File: config.mk
export PLATFORM = sky130hd
export DESIGN_NAME = dataPath
export DESIGN_NICKNAME = d
export VERILOG_FILES = /design/src/verilog/cpuPkg.sv /design/src/verilog/dataPath.sv /design/src/verilog/executeUnit.sv /design/src/verilog/instrDecoder.sv /design/src/verilog/registerFile.sv /design/src/verilog/shifter.sv
export SDC_FILE = /design/constraint.sdc
export NUM_CORES = 1
export LEC_CHECK = 0
export ABC_AREA = 1
export ABC_CLOCK_PERIOD_IN_PS = 4100
export BUFFER_PORTS_ARGS = -buffer_cell sky130_fd_sc_hd__buf_2
export CORE_UTILIZATION = 28
export DETAILED_ROUTE_END_ITERATION = 7
export PLACE_DENSITY = 0.43
export SLEW_MARGIN = 20
export SYNTH_ARGS = -nofsm -noshare
export SYNTH_HDL_FRONTEND = slang
export SYNTH_SLANG_ARGS = --single-unit
File: constraint.sdc
create_clock -name clk -period 4.1 [get_ports clk]
set_input_delay 0.205 -clock clk [delete_from_list [all_inputs] [get_ports clk]]
set_output_delay 0.205 -clock clk [all_outputs]
set_load 0.02 [all_outputs]
File: src/verilog/cpuPkg.sv
`default_nettype none

package cpuPkg;

	// major opcode, instr[15:12]
	typedef enum logic [3:0] {
		REGOP = 4'd0,  // register form, op in ext field
		ADDI  = 4'd1,
		SUBI  = 4'd2,
		ANDI  = 4'd3,
		ORI   = 4'd4,
		XORI  = 4'd5,
		MOVI  = 4'd6,
		CMPI  = 4'd7,
		LUI   = 4'd8,  // imm into upper byte
		LSH   = 4'd9,  // amount from src reg
		LSHI  = 4'd10  // amount from imm[4:0]
	} opcodeT;         // 11..15 unused, decoded as illegal

	// REGOP extension, instr[7:4]
	typedef enum logic [3:0] {
		ADD = 4'd0,
		SUB = 4'd1,
		AND = 4'd2,
		OR  = 4'd3,
		XOR = 4'd4,
		MOV = 4'd5,
		CMP = 4'd6
	} regExtT;

	// what the execute unit actually does
	typedef enum logic [2:0] {
		ALU_ADD,
		ALU_SUB,
		ALU_AND,
		ALU_OR,
		ALU_XOR,
		ALU_MOV,
		ALU_CMP,
		ALU_SHIFT
	} aluOpT;

	// instruction word layout
	localparam int INSTR_BITS = 16;
	localparam int OP_HI      = 15;
	localparam int OP_LO      = 12;
	localparam int DST_HI     = 11;
	localparam int DST_LO     = 8;
	localparam int EXT_HI     = 7;
	localparam int EXT_LO     = 4;
	localparam int SRC_HI     = 3;
	localparam int SRC_LO     = 0;
	localparam int IMM_BITS   = 8;  // imm is instr[7:0]

	localparam logic [3:0] EXT_ARITH = 4'd1; // LSH ext value for arithmetic shift

	// psr bit positions
	localparam int PSR_C    = 0; // carry / borrow
	localparam int PSR_F    = 1; // signed overflow
	localparam int PSR_L    = 2; // unsigned less
	localparam int PSR_Z    = 3; // equal
	localparam int PSR_N    = 4; // signed less
	localparam int PSR_BITS = 5;

	// register file geometry, fixed by the 4-bit reg fields
	localparam int REG_COUNT     = 16;
	localparam int REG_ADDR_BITS = 4;

endpackage

`default_nettype wire

File: src/verilog/dataPath.sv
`default_nettype none
`timescale 1ns/1ps

module dataPath #(
	parameter int DATA_BITS = 16
) (
	input  logic                          clk,
	input  logic                          rstN,
	input  logic [cpuPkg::INSTR_BITS-1:0] instr,
	input  logic                          instrValid,
	output logic [DATA_BITS-1:0]          result,   // value to write this cycle
	output logic                          writeEn,
	output logic                          illegal,
	output logic [cpuPkg::PSR_BITS-1:0]   psr
);

	logic [cpuPkg::REG_ADDR_BITS-1:0] rSrc;
	logic [cpuPkg::REG_ADDR_BITS-1:0] rDst;
	cpuPkg::aluOpT                    aluOp;
	logic                             shiftArith;
	logic                             useImm;
	logic [cpuPkg::INSTR_BITS-1:0]    immValue;
	logic                             setsFlags;
	logic [DATA_BITS-1:0]             srcData;
	logic [DATA_BITS-1:0]             dstData;
	logic [DATA_BITS-1:0]             opB;
	logic [DATA_BITS-1:0]             shifted;

	instrDecoder uDecoder (
		.instr      (instr),
		.instrValid (instrValid),
		.rSrc       (rSrc),
		.rDst       (rDst),
		.aluOp      (aluOp),
		.shiftArith (shiftArith),
		.useImm     (useImm),
		.immValue   (immValue),
		.writeEn    (writeEn),
		.setsFlags  (setsFlags),
		.illegal    (illegal)
	);

	registerFile #(.DATA_BITS(DATA_BITS)) uRegFile (
		.clk       (clk),
		.rstN      (rstN),
		.writeEn   (writeEn),
		.writeData (result),   // write back straight from the alu
		.srcAddr   (rSrc),
		.dstAddr   (rDst),
		.readData1 (srcData),
		.readData2 (dstData)
	);

	// second operand, also feeds the shift amount
	assign opB = useImm ? DATA_BITS'(immValue) : srcData;

	shifter #(.DATA_BITS(DATA_BITS)) uShifter (
		.value   (dstData),
		.amount  (opB[4:0]),   // signed amount from imm or src
		.arith   (shiftArith),
		.shifted (shifted)
	);

	executeUnit #(.DATA_BITS(DATA_BITS)) uExec (
		.clk       (clk),
		.rstN      (rstN),
		.aluOp     (aluOp),
		.opA       (dstData),
		.opB       (opB),
		.shifted   (shifted),
		.setsFlags (setsFlags),
		.result    (result),
		.psr       (psr)
	);

endmodule

`default_nettype wire

File: src/verilog/executeUnit.sv
`default_nettype none
`timescale 1ns/1ps

// alu, result mux and psr
module executeUnit #(
	parameter int DATA_BITS = 16
) (
	input  logic                        clk,
	input  logic                        rstN,
	input  cpuPkg::aluOpT               aluOp,
	input  logic [DATA_BITS-1:0]        opA,       // dst reg
	input  logic [DATA_BITS-1:0]        opB,       // src reg or imm
	input  logic [DATA_BITS-1:0]        shifted,   // shifter output
	input  logic                        setsFlags, // valid legal flag op
	output logic [DATA_BITS-1:0]        result,
	output logic [cpuPkg::PSR_BITS-1:0] psr
);

	localparam int MSB = DATA_BITS - 1;

	logic [DATA_BITS:0]          sum;   // top bit is carry out
	logic [DATA_BITS:0]          diff;  // top bit is borrow
	logic                        addOvf;
	logic                        subOvf;
	logic [cpuPkg::PSR_BITS-1:0] psrNext;

	assign sum  = {1'b0, opA} + {1'b0, opB};
	assign diff = {1'b0, opA} - {1'b0, opB};

	// same signs in, different sign out
	assign addOvf = (opA[MSB] == opB[MSB]) && (sum[MSB] != opA[MSB]);
	// opposite signs in, result sign differs from opA
	assign subOvf = (opA[MSB] != opB[MSB]) && (diff[MSB] != opA[MSB]);

	always_comb begin
		case (aluOp)
			cpuPkg::ALU_ADD:   result = sum[DATA_BITS-1:0];
			cpuPkg::ALU_SUB:   result = diff[DATA_BITS-1:0];
			cpuPkg::ALU_AND:   result = opA & opB;
			cpuPkg::ALU_OR:    result = opA | opB;
			cpuPkg::ALU_XOR:   result = opA ^ opB;
			cpuPkg::ALU_MOV:   result = opB;
			cpuPkg::ALU_CMP:   result = diff[DATA_BITS-1:0]; // never written back
			cpuPkg::ALU_SHIFT: result = shifted;
			default:           result = opB;
		endcase
	end

	// flags not touched by the op keep their value
	always_comb begin
		psrNext = psr;
		case (aluOp)
			cpuPkg::ALU_ADD: begin
				psrNext[cpuPkg::PSR_C] = sum[DATA_BITS];
				psrNext[cpuPkg::PSR_F] = addOvf;
			end
			cpuPkg::ALU_SUB: begin
				psrNext[cpuPkg::PSR_C] = diff[DATA_BITS];
				psrNext[cpuPkg::PSR_F] = subOvf;
			end
			cpuPkg::ALU_CMP: begin
				psrNext[cpuPkg::PSR_Z] = (opA == opB);
				psrNext[cpuPkg::PSR_N] = ($signed(opA) < $signed(opB));
				psrNext[cpuPkg::PSR_L] = (opA < opB);
			end
			default: ;
		endcase
	end

	always_ff @(posedge clk) begin
		if (!rstN) begin
			psr <= '0;
		end else if (setsFlags) begin
			psr <= psrNext; // same edge as the reg write
		end
	end

endmodule

`default_nettype wire

File: src/verilog/instrDecoder.sv
`default_nettype none
`timescale 1ns/1ps

module instrDecoder (
	input  logic [cpuPkg::INSTR_BITS-1:0]    instr,
	input  logic                             instrValid,
	output logic [cpuPkg::REG_ADDR_BITS-1:0] rSrc,
	output logic [cpuPkg::REG_ADDR_BITS-1:0] rDst,
	output cpuPkg::aluOpT                    aluOp,
	output logic                             shiftArith, // sign fill on right shift
	output logic                             useImm,     // opB from immValue
	output logic [cpuPkg::INSTR_BITS-1:0]    immValue,   // already extended
	output logic                             writeEn,
	output logic                             setsFlags,
	output logic                             illegal
);

	localparam int PAD_BITS = cpuPkg::INSTR_BITS - cpuPkg::IMM_BITS;

	cpuPkg::opcodeT                opcode;
	cpuPkg::regExtT                ext;
	logic [cpuPkg::IMM_BITS-1:0]   imm8;
	logic [cpuPkg::INSTR_BITS-1:0] immSext;
	logic [cpuPkg::INSTR_BITS-1:0] immZext;
	logic [cpuPkg::INSTR_BITS-1:0] immUpper;
	logic                          legal;  // code is defined
	logic                          isCmp;  // compare, no write back
	logic                          flagOp; // updates psr

	// field split
	assign opcode = cpuPkg::opcodeT'(instr[cpuPkg::OP_HI:cpuPkg::OP_LO]);
	assign ext    = cpuPkg::regExtT'(instr[cpuPkg::EXT_HI:cpuPkg::EXT_LO]);
	assign rDst   = instr[cpuPkg::DST_HI:cpuPkg::DST_LO];
	assign rSrc   = instr[cpuPkg::SRC_HI:cpuPkg::SRC_LO];
	assign imm8   = instr[cpuPkg::IMM_BITS-1:0];

	// the three immediate flavours
	assign immSext  = {{PAD_BITS{imm8[cpuPkg::IMM_BITS-1]}}, imm8};
	assign immZext  = {{PAD_BITS{1'b0}}, imm8};
	assign immUpper = {imm8, {PAD_BITS{1'b0}}}; // LUI, low byte zero

	always_comb begin
		aluOp      = cpuPkg::ALU_MOV;
		useImm     = 1'b1;
		immValue   = immSext;  // most imm ops sign extend
		shiftArith = 1'b0;
		legal      = 1'b1;
		isCmp      = 1'b0;
		flagOp     = 1'b0;
		case (opcode)
			cpuPkg::REGOP: begin
				useImm = 1'b0; // opB is src reg
				case (ext)
					cpuPkg::ADD: begin
						aluOp  = cpuPkg::ALU_ADD;
						flagOp = 1'b1;
					end
					cpuPkg::SUB: begin
						aluOp  = cpuPkg::ALU_SUB;
						flagOp = 1'b1;
					end
					cpuPkg::AND: aluOp = cpuPkg::ALU_AND;
					cpuPkg::OR:  aluOp = cpuPkg::ALU_OR;
					cpuPkg::XOR: aluOp = cpuPkg::ALU_XOR;
					cpuPkg::MOV: aluOp = cpuPkg::ALU_MOV;
					cpuPkg::CMP: begin
						aluOp  = cpuPkg::ALU_CMP;
						isCmp  = 1'b1;
						flagOp = 1'b1;
					end
					default: legal = 1'b0; // undefined ext
				endcase
			end
			cpuPkg::ADDI: begin
				aluOp  = cpuPkg::ALU_ADD;
				flagOp = 1'b1;
			end
			cpuPkg::SUBI: begin
				aluOp  = cpuPkg::ALU_SUB;
				flagOp = 1'b1;
			end
			cpuPkg::ANDI: begin
				aluOp    = cpuPkg::ALU_AND;
				immValue = immZext; // logic ops zero extend
			end
			cpuPkg::ORI: begin
				aluOp    = cpuPkg::ALU_OR;
				immValue = immZext;
			end
			cpuPkg::XORI: begin
				aluOp    = cpuPkg::ALU_XOR;
				immValue = immZext;
			end
			cpuPkg::MOVI: aluOp = cpuPkg::ALU_MOV;
			cpuPkg::CMPI: begin
				aluOp  = cpuPkg::ALU_CMP;
				isCmp  = 1'b1;
				flagOp = 1'b1;
			end
			cpuPkg::LUI: begin
				aluOp    = cpuPkg::ALU_MOV;
				immValue = immUpper;
			end
			cpuPkg::LSH: begin
				aluOp      = cpuPkg::ALU_SHIFT;
				useImm     = 1'b0; // amount from src reg
				shiftArith = (instr[cpuPkg::EXT_HI:cpuPkg::EXT_LO] == cpuPkg::EXT_ARITH);
			end
			cpuPkg::LSHI: aluOp = cpuPkg::ALU_SHIFT; // imm[4:0], always logical
			default: legal = 1'b0; // opcodes 11..15
		endcase
	end

	// strobes qualified by valid, illegal kills write and flags
	assign illegal   = instrValid & ~legal;
	assign writeEn   = instrValid & legal & ~isCmp;
	assign setsFlags = instrValid & legal & flagOp;

endmodule

`default_nettype wire

File: src/verilog/registerFile.sv
`default_nettype none
`timescale 1ns/1ps

// two async read ports, one sync write port
// dst read address doubles as the write address
module registerFile #(
	parameter int DATA_BITS = 16
) (
	input  logic                             clk,
	input  logic                             rstN,
	input  logic                             writeEn,   // from decoder
	input  logic [DATA_BITS-1:0]             writeData, // execute unit result
	input  logic [cpuPkg::REG_ADDR_BITS-1:0] srcAddr,
	input  logic [cpuPkg::REG_ADDR_BITS-1:0] dstAddr,   // read and write addr
	output logic [DATA_BITS-1:0]             readData1, // src operand
	output logic [DATA_BITS-1:0]             readData2  // dst operand
);

	logic [DATA_BITS-1:0] regs [cpuPkg::REG_COUNT];

	// every register cleared on reset
	always_ff @(posedge clk) begin
		if (!rstN) begin
			for (int i = 0; i < cpuPkg::REG_COUNT; i++) begin
				regs[i] <= '0;
			end
		end else if (writeEn) begin
			regs[dstAddr] <= writeData; // write back at the issuing edge
		end
	end

	// combinational reads, so the next instr sees the new value
	assign readData1 = regs[srcAddr];
	assign readData2 = regs[dstAddr];

endmodule

`default_nettype wire

File: src/verilog/shifter.sv
`default_nettype none
`timescale 1ns/1ps

// log barrel shifter, one right shifter used for both directions
// left shifts go through bit reversal
module shifter #(
	parameter int DATA_BITS = 16
) (
	input  logic [DATA_BITS-1:0] value,
	input  logic [4:0]           amount,  // signed, + left, - right
	input  logic                 arith,   // sign fill on right shift
	output logic [DATA_BITS-1:0] shifted
);

	localparam int STAGES = 5; // up to 16 positions

	logic                             goRight;
	logic [STAGES-1:0]                mag;      // shift distance
	logic                             fill;     // bit shifted in
	logic [DATA_BITS-1:0]             valueRev;
	logic [DATA_BITS-1:0]             outRev;
	logic [STAGES:0][DATA_BITS-1:0]   stage;

	assign goRight = amount[4];
	assign mag     = goRight ? -amount : amount; // -16 gives 16 unsigned
	assign fill    = arith & goRight & value[DATA_BITS-1];

	for (genvar b = 0; b < DATA_BITS; b++) begin : gRev
		assign valueRev[b] = value[DATA_BITS-1-b];
		assign outRev[b]   = stage[STAGES][DATA_BITS-1-b];
	end

	assign stage[0] = goRight ? value : valueRev;

	// stage s moves by 2**s when mag[s] is set
	for (genvar s = 0; s < STAGES; s++) begin : gStage
		logic [2*DATA_BITS-1:0] spread;
		assign spread       = {{DATA_BITS{fill}}, stage[s]} >> (1 << s);
		assign stage[s + 1] = mag[s] ? spread[DATA_BITS-1:0] : stage[s];
	end

	assign shifted = goRight ? stage[STAGES] : outRev; // undo reversal for left

endmodule

`default_nettype wire
==> impl_results.md, run 1 <==
* Core area at 0.06859 mm2
* Slew at the pin closest to its max-slew limit at 0.6031 ns
* Failing checks: negative setup slack
* First-pass GRT wire length at 124800 um
* Logic pwr share at 42.6%
* Synth top cells by count: nand2_1, nor2_1, nand3_1
* Placer Congestion at 0.9155
* Post-DRT Antenna Nets at 0
* WHS at 0.1594 ns
* Crit share post-route at 105.8%
* Die width at 265.3 um
* Routed WL at 86870 um
* Synth unique cells at 56
* Reg2Reg Capture Point: uExec.psr[3]
* Total track usage at 24.04%
* Min-delay src: rstN
* DR vias/cell at 4.994
* Drt wl/cell at 21.59 um
* # nets final at 3140
* Post-route total power at 10.18 mW
* PwrDens at 391.0 mW/mm2
* Reg2Reg Depth at 30
* # DRC at 0
* Finished Core Util at 37.95%
* Outcome: complete, but fails checks
* DR iter-0 viols at 1720
* WHS Path Cells at 4
* Max transition margin at 59.28%
* Fin. max-slew vios at 0
* Mapped cell area at 0.01941 mm2
* First drt pass iteration count at 6
* Core Rows at 96
* Reg2reg setup slack at -0.19 ns
* Top cells by area, synth: edfxtp_1, nand2_1, nor2_1
* Fin area at 0.02603 mm2
* Min-Delay Endpoint: uExec.psr[3]
* Worst Path Arrival at 4.13 ns
* Area Growth Syn to Fin at 34.10%
* Initial antenna violation count at 0
* PortBufs at 41
* Sequential share of the synthesized area at 40.13%
* Min Tclk post-route at 4.338 ns
* Dominant cell type by area after synthesis: edfxtp_1
* Maxcap violations at 0
* Detailed Place HPWL at 64080 um
* Crit path required time at 3.89 ns
* Placed insts at 3889
* Reg clk slew, reported paths at 0.07 ns
* Async set-reset flop share out of synthesis at 0%
* H-tree Lvls at 1
* Largest net degree at the start of global routing at 38
* Leak Pwr at 11.72 nW
* Starting Density at 28.30%
* Sw Ratio at 37.52%
* Post-route setup TNS at -0.8666 ns
* Final instance count without filler cells at 4024
* Grt total ovfl at 0
* Hold Path Class: in2reg
* Die Area at 0.07037 mm2
* Ys flop type: edfxtp_1
* Syn Area/Cell at 7.261 um2
* CTS tree: yes
* Setup Slack @ Placement at -0.5034 ns
* Crit-path max FO at 4
* Crit. End Element: primary output
* FILL cells at 7131
* Share of cells above drive strength 1 at 30.46%
* Reg-to-reg startpoint: uRegFile.regs[13][6]
* RSZ-0062 raised after global routing: yes
* CTS buffer count at 31
* Startpoint types: flop
* Net count after synthesis at 2743
* Clk_skew at 0.03117 ns
* Most common cell in the netlist: nand2_1
* Cell Int Power at 6.358 mW
* Syn. warnings at 0
* EDFF count, synth at 256
* Yosys top cell area share at 39.61%
* Psw at 3.818 mW
* DIE HEIGHT at 265.3 um
* Ports at 42
* Vias in the first global route at 19.16k
* Antenna diode instance count at 0
* Root buf cell: clkbuf_16
* Setup-failing EPs final at 7
* Hold-fix buffers, CTS at 0
* Clock Power Share at 27.4%
* Clk buf depth at 3
* Crit Path Class: reg2out
* Seq pwr share at 30.1%
* Routed vias at 20.09k
* Worst vdd ir at 0.3243 mV
* Clk_lat worst skew at 0.62 ns
* Clock sinks at 261
* Worst Slack Setup Final at -0.2377 ns
* Cells after synthesis at 2673
* Number of synthesized register bits at 261
* Placed Area at 0.02334 mm2
* Final hold vios at 0
* Fmax at 0.2305 GHz
-- registers in the layout, indices dropped and copies added (netlist names) --
signal	cells
uExec.psr	5
uRegFile.regs	256
-- power by group through the flow --
| stage | Clock (mW) | Sequential [mW] | Combinational, mW |
|---|---|---|---|
| finish | 2.78 | 3.06 | 4.33 |
| global route | 2.91 | 3.07 | 4.62 |
| CTS | 2.82 | 3.06 | 3.91 |
| detailed placement | 0 | 3.11 | 3.60 |
| global placement | 0 | 3.11 | 3.62 |
| floorplan | 0 | 3.10 | 1.93 |
-- per-layer routing --
layer	vias up	wire, um	share of wire (%)	GRT usage, %
li1	9520	-	-	-
met5	-	0	0	0
met4	0	3335	3.8	9.577
met3	161	5622	6.5	2.999
met1	9619	38570	44	33.15
met2	794	39340	45	38.01
-- layout make-up --
class,instances,area [um2],share of cell area [%]
Multi-Input combinational cell,2006,10620,40.79
Sequential cell,261,7787,29.92
Timing Repair Buffer,515,4489,17.25
Tap cell,931,1165,4.476
Inverter,255,988.4,3.798
Clock buffer,35,790.8,3.038
Clock inverter,21,190.2,0.7307
-- cells by family after synthesis --
family                   share of synthesized area, %
buffers and inverters                           10.23
AND/OR/NAND/NOR                                 35.10
adder cells (fa/ha/maj)                         3.365
AO/OA/AOI/OAI                                   10.51
flip-flops                                      40.13
XOR/XNOR                                       0.6770
-- worst max path at each step --
stage / start / endpoint / depth (start not counted)
after global placement: instr[1] / result[14] / 27
after CTS: uRegFile.regs[13][6] / result[14] / 24
after global routing: uRegFile.regs[13][6] / result[15] / 26
after floorplan: instr[1] / uRegFile.regs[12][14] / 29
after detailed placement: instr[1] / result[14] / 29
final: uRegFile.regs[13][6] / result[15] / 26
-- critical path: stages (launching register included) --
cell,delay (ns)
edfxtp_1,0.42
nor2_2,0.07
a21oi_2,0.14
o21ai_2,0.09
o211ai_1,0.31
o21ai_2,0.15
o22ai_2,0.14
buf_4,0.14
ha_4,0.20
buf_6,0.12
buf_6,0.11
nor2_4,0.12
nand3_2,0.09
nor2_1,0.09
nand2_1,0.07
o211ai_1,0.15
nand4_1,0.20
nand2_2,0.13
nand2_2,0.07
nand3_2,0.06
o2111ai_2,0.09
nor2_1,0.12
nand2_1,0.07
nand2_2,0.11
buf_12,0.13
inv_2,0.03
buf_6,0.12
-- timing repair --
action	CTS	global route
cloned	1	1
setup buffers	36	53
resized for setup	102	181
setup endpoints to repair	56	120
pin swaps	45	126
-- layout by cell type, fill, tap and decap left out, types with 32 or more instances in the layout --
cell       Yosys  layout
a21oi_1      144     123
buf_12         0      47
buf_4         23     416
clkbuf_16      0      32
edfxtp_1     256     256
ha_1          49      32
inv_1        201     188
inv_2         48      58
nand2_1      666     626
nand2_2       34      65
nand3_1      264     223
nand3_2        9      47
nor2_1       474     467
nor2_2        84      88
o21ai_0      121      96
No activity file was read; power rests on OpenSTA's default activity.
==> inputs of run 2 (changes only) <==
--- a/config.mk
+++ b/config.mk
@@ -5,7 +5,6 @@
 export SDC_FILE = /design/constraint.sdc
 export NUM_CORES = 1
 export LEC_CHECK = 0
-export ABC_AREA = 1
 export ABC_CLOCK_PERIOD_IN_PS = 4100
 export BUFFER_PORTS_ARGS = -buffer_cell sky130_fd_sc_hd__buf_2
 export CORE_UTILIZATION = 28
==> run 2 against run 1 <==
Effect of this change: worst hold slack improved by 0.011 ns; via count fell by 20%; the run still ends with negative setup slack left; first-iteration DRC count fell by 7.5%; largest cell class unchanged; synthesized cell count fell by 41%; worst setup slack got worse by 0.62 ns; die area fell by 4.6%; clock power fell by 6%; global-route usage fell by 0.47 points.
==> impl_results.md, run 2 <==
* DIE HEIGHT at 259.1 um (-2.3%)
* Setup-failing EPs final at 255 (+248)
* Kind of cell adding the most delay to the critical path: compound AO/OA/AOI/OAI gates
* Final hold vios at 0 (unchanged)
* Clk_lat worst skew at 0.58 ns (-0.04 ns)
* Final instance count without filler cells at 2875 (-29%)
* Antenna diode instance count at 0 (unchanged)
* PwrDens at 391.0 mW/mm2 (about the same)
* Detailed Place HPWL at 58540 um (-8.6%)
* Max reg flops at 256 (unchanged)
* Regs by FF count: uRegFile.regs (256), uExec.psr (5)
* Crit Path Class: reg2out
* Largest net degree at the start of global routing at 24 (-37%)
* Cell Int Power at 6.586 mW (+3.6%)
* Reg2Reg Depth at 22 (-27%)
* Setup Slack @ Placement at -1.007 ns (-0.5037 ns)
* CTS buffer count at 31 (unchanged)
* Drt wl/cell at 27.96 um (+30%)
* FILL cells at 6281 (-12%)
* Die Area at 0.06712 mm2 (-4.6%)
* Most frequent cells in the layout: buf_4, edfxtp_1, nor2_1
* Outcome: complete, but fails checks
* Hold Path Class: in2reg
* Syn Area/Cell at 11.69 um2 (+61%)
* Reg-to-reg startpoint: uRegFile.regs[11][0]
* Total track usage at 23.57% (-0.47 points)
* DR vias/cell at 5.605 (+12%)
* Placer Congestion at 0.9105 (-0.55%)
* Most common cell in the netlist: edfxtp_1
* Min Tclk post-route at 4.961 ns (+0.6231 ns)
* Maxcap violations at 0 (unchanged)
* Sw Ratio at 34.78% (-2.7 points)
* Clock sinks at 261 (unchanged)
* DR iter-0 viols at 1591 (-7.5%)
* Synth top cells by count: edfxtp_1, nor2_1, mux4_2
* Sequential share of the synthesized area at 42.08% (+2.0 points)
* Leak Pwr at 9.581 nW (-18%)
* Reg clk slew, reported paths at 0.05 ns (-0.02 ns)
* # nets final at 2071 (-34%)
* End of the critical path: result[12]
* Crit path required time at 3.89 ns (about the same)
* Share of cells above drive strength 1 at 48.37% (+18 points)
* Ys flop type: edfxtp_1
* Logic pwr share at 43.7% (+1.1 points)
* Core area at 0.06493 mm2 (-5.3%)
* H-tree Lvls at 1 (unchanged)
* Routed vias at 16.12k (-20%)
* Routed WL at 80390 um (-7.5%)
* Initial antenna violation count at 1 (+1)
* Clock Power Share at 25.7% (-1.7 points)
* Clk buf depth at 3 (unchanged)
* Crit share post-route at 121.0% (+15 points)
* Post-DRT Antenna Nets at 0 (unchanged)
* Cells after synthesis at 1583 (-41%)
* Ports at 42 (unchanged)
* Stages on worst setup path at 21 (-19%)
* Startpoint types: flop
* Clk_skew at 0.02203 ns (-0.009137 ns)
* Slew at the pin closest to its max-slew limit at 0.7147 ns (+0.1116 ns)
* First-pass GRT wire length at 114500 um (-8.3%)
* Crit path launch: uRegFile.regs[11][0]
* CTS tree: yes
* # DRC at 0 (unchanged)
* Async set-reset flop share out of synthesis at 0% (unchanged)
* Crit-path max FO at 3 (-1)
* Largest reg by FF count: uRegFile.regs
* First drt pass iteration count at 5 (-1)
* Vias in the first global route at 15.95k (-17%)
* EDFF count, synth at 256 (unchanged)
* Reg2Reg Capture Point: uRegFile.regs[8][12]
* Core Rows at 93 (-3.1%)
* Placed insts at 2757 (-29%)
* CP Cell Sequence: mux4_2, mux2_4, a22oi_2, o21a_2, inv_4, ha_4, inv_2, fa_2, nor2b_4, o21ai_2, a21boi_2, o21ai_2, a21boi_2, o21ai_2, a2111oi_4, o31a_1, or4_4, o211ai_4, buf_12, nor2_4, buf_6
* Root buf cell: clkbuf_16
* Net count after synthesis at 1653 (-40%)
* Mapped cell area at 0.01851 mm2 (-4.6%)
* RSZ-0062 raised after global routing: yes
* Top cells by area, synth: edfxtp_1, mux4_2, nor2_1
* Reg2reg setup slack at -0.54 ns (-0.35 ns)
* Max transition margin at 52.35% (-6.9 points)
* Yosys top cell area share at 41.54% (+1.9 points)
* Starting Density at 28.50% (+0.20 points)
* Commonest non-fill, non-tap cell in the layout: buf_4
* Failing checks: negative setup slack
* Grt total ovfl at 0 (unchanged)
* Worst Slack Setup Final at -0.8608 ns (-0.6231 ns)
* Hold-fix buffers, CTS at 0 (unchanged)
* Finished Core Util at 39.78% (+1.8 points)
* Number of synthesized register bits at 261 (unchanged)
* Psw at 3.513 mW (-8.0%)
* Most used cell, CP: o21ai_2
* Worst Path Arrival at 4.76 ns (+0.63 ns)
* PortBufs at 41 (unchanged)
* Dominant cell type by area after synthesis: edfxtp_1
* Syn. warnings at 0 (unchanged)
* Fmax at 0.2016 GHz (-13%)
* Worst vdd ir at 0.2664 mV (-18%)
* Area Growth Syn to Fin at 39.58%
* Seq pwr share at 30.5% (+0.4 points)
* Crit. End Element: primary output
* WP buf/inv at 4 (-2)
* Die width at 259.1 um (-2.3%)
* Peak per-stage delay on the critical path at 0.49 ns (+0.07 ns)
* Fin. max-slew vios at 0 (unchanged)
* Synth unique cells at 105 (+88%)
* Crit-path slowest cell: mux4_2
## run 2: cell types whose count changed after synthesis, moves of 51 or more
cell / change
nand2_1: -569
inv_1: -144
o21ai_0: -51
nand3_1: -220
a21oi_1: -60
mux4_2: +155
nor3_1: +63
nor2_1: -280
nor2_2: -71
## run 2: area by class of cell
| cell class | instances | area, um2 | share of cell area (%) |
|---|---|---|---|
| clock buffers | 39 | 805.8 | 3.120 |
| clock inverters | 13 | 112.6 | 0.4360 |
| inverters | 67 | 310.3 | 1.201 |
| multi-input cells | 1125 | 10930 | 42.32 |
| flip-flops and latches | 261 | 7787 | 30.15 |
| well taps | 855 | 1070 | 4.142 |
| repair buffers | 515 | 4813 | 18.63 |
## run 2: metrics by stage
step | setup TNS (ns) | hold slack, ns | instance area (um2) | power, mW
5_1_grt | -122.44 | 0.1754 | 25830 | 10.45
3_3_place_gp | -149.91 | 0.4845 | 23180 | 6.701
6_report | -85.29 | 0.1705 | 25830 | 10.10
4_1_cts | -68.14 | 0.1244 | 24930 | 9.697
3_5_place_dp | -149.57 | 0.5048 | 23180 | 6.703
2_1_floorplan | -28.05 | 0.3486 | 19140 | 5.072
## run 2: worst min path at each step
| stage | from | cells past startpoint | to | slack, ns |
|---|---|---|---|---|
| 2_1_floorplan | rstN | 2 | uExec.psr[0] | 0.35 |
| 3_3_place_gp | uExec.psr[3] | 2 | uExec.psr[3] | 0.48 |
| 3_5_place_dp | uExec.psr[3] | 2 | uExec.psr[3] | 0.50 |
| 4_1_cts | rstN | 3 | uExec.psr[1] | 0.12 |
| 5_1_grt | rstN | 2 | uExec.psr[3] | 0.18 |
| 6_report | rstN | 3 | uExec.psr[1] | 0.17 |
## run 2: cells by family after synthesis
| family | count (synthesis) | share of synthesized area (%) |
|---|---|---|
| multiplexers | 196 | 22.01 |
| AO/OA/AOI/OAI | 338 | 13.00 |
| adder cells (fa/ha/maj) | 51 | 3.529 |
| AND/OR/NAND/NOR | 524 | 13.52 |
| buffers and inverters | 197 | 4.976 |
| XOR/XNOR | 16 | 0.8790 |
| flip-flops | 261 | 42.08 |
## run 2: what timing repair did
action / CTS / global route
pin swaps: 44 / 67
buffers inserted: 29 / 39
cloned: 4 / 4
resized for setup: 124 / 138
setup endpoints to repair: 263 / 276
## run 2: routing by layer
| layer | GRT usage (%) | share of wire (%) | routed length, um |
|---|---|---|---|
| met1 | 31.60 | 42 | 33690 |
| met2 | 39.30 | 48 | 38720 |
| met3 | 3.495 | 6.9 | 5554 |
| met4 | 6.887 | 3.0 | 2413 |
| met5 | 0 | 0.016 | 13 |
## run 2: power groups by stage
stage | registers (mW) | logic (mW) | clock network, mW
6_report | 3.08 | 4.41 | 2.60
5_1_grt | 3.10 | 4.62 | 2.74
4_1_cts | 3.08 | 3.97 | 2.64
3_5_place_dp | 3.14 | 3.57 | 0
3_3_place_gp | 3.13 | 3.57 | 0
2_1_floorplan | 3.11 | 1.96 | 0
## run 2: worst register-to-register path, stage by stage (launching register included)
cell and delay, ns:
edfxtp_1 0.39, mux4_2 0.49, mux2_4 0.29, a22oi_2 0.12, o21a_2 0.21, inv_4 0.07, ha_4 0.18, inv_2 0.05
fa_2 0.22, nor2b_4 0.05, o21ai_2 0.19, a21boi_2 0.10, o21ai_2 0.19, a21boi_2 0.11, o21ai_2 0.23, a2111oi_4 0.12
o31a_1 0.34, or4_4 0.44, o211ai_4 0.11, buf_12 0.15, buf_4 0.15, clkbuf_16 0.16, nor3_1 0.05
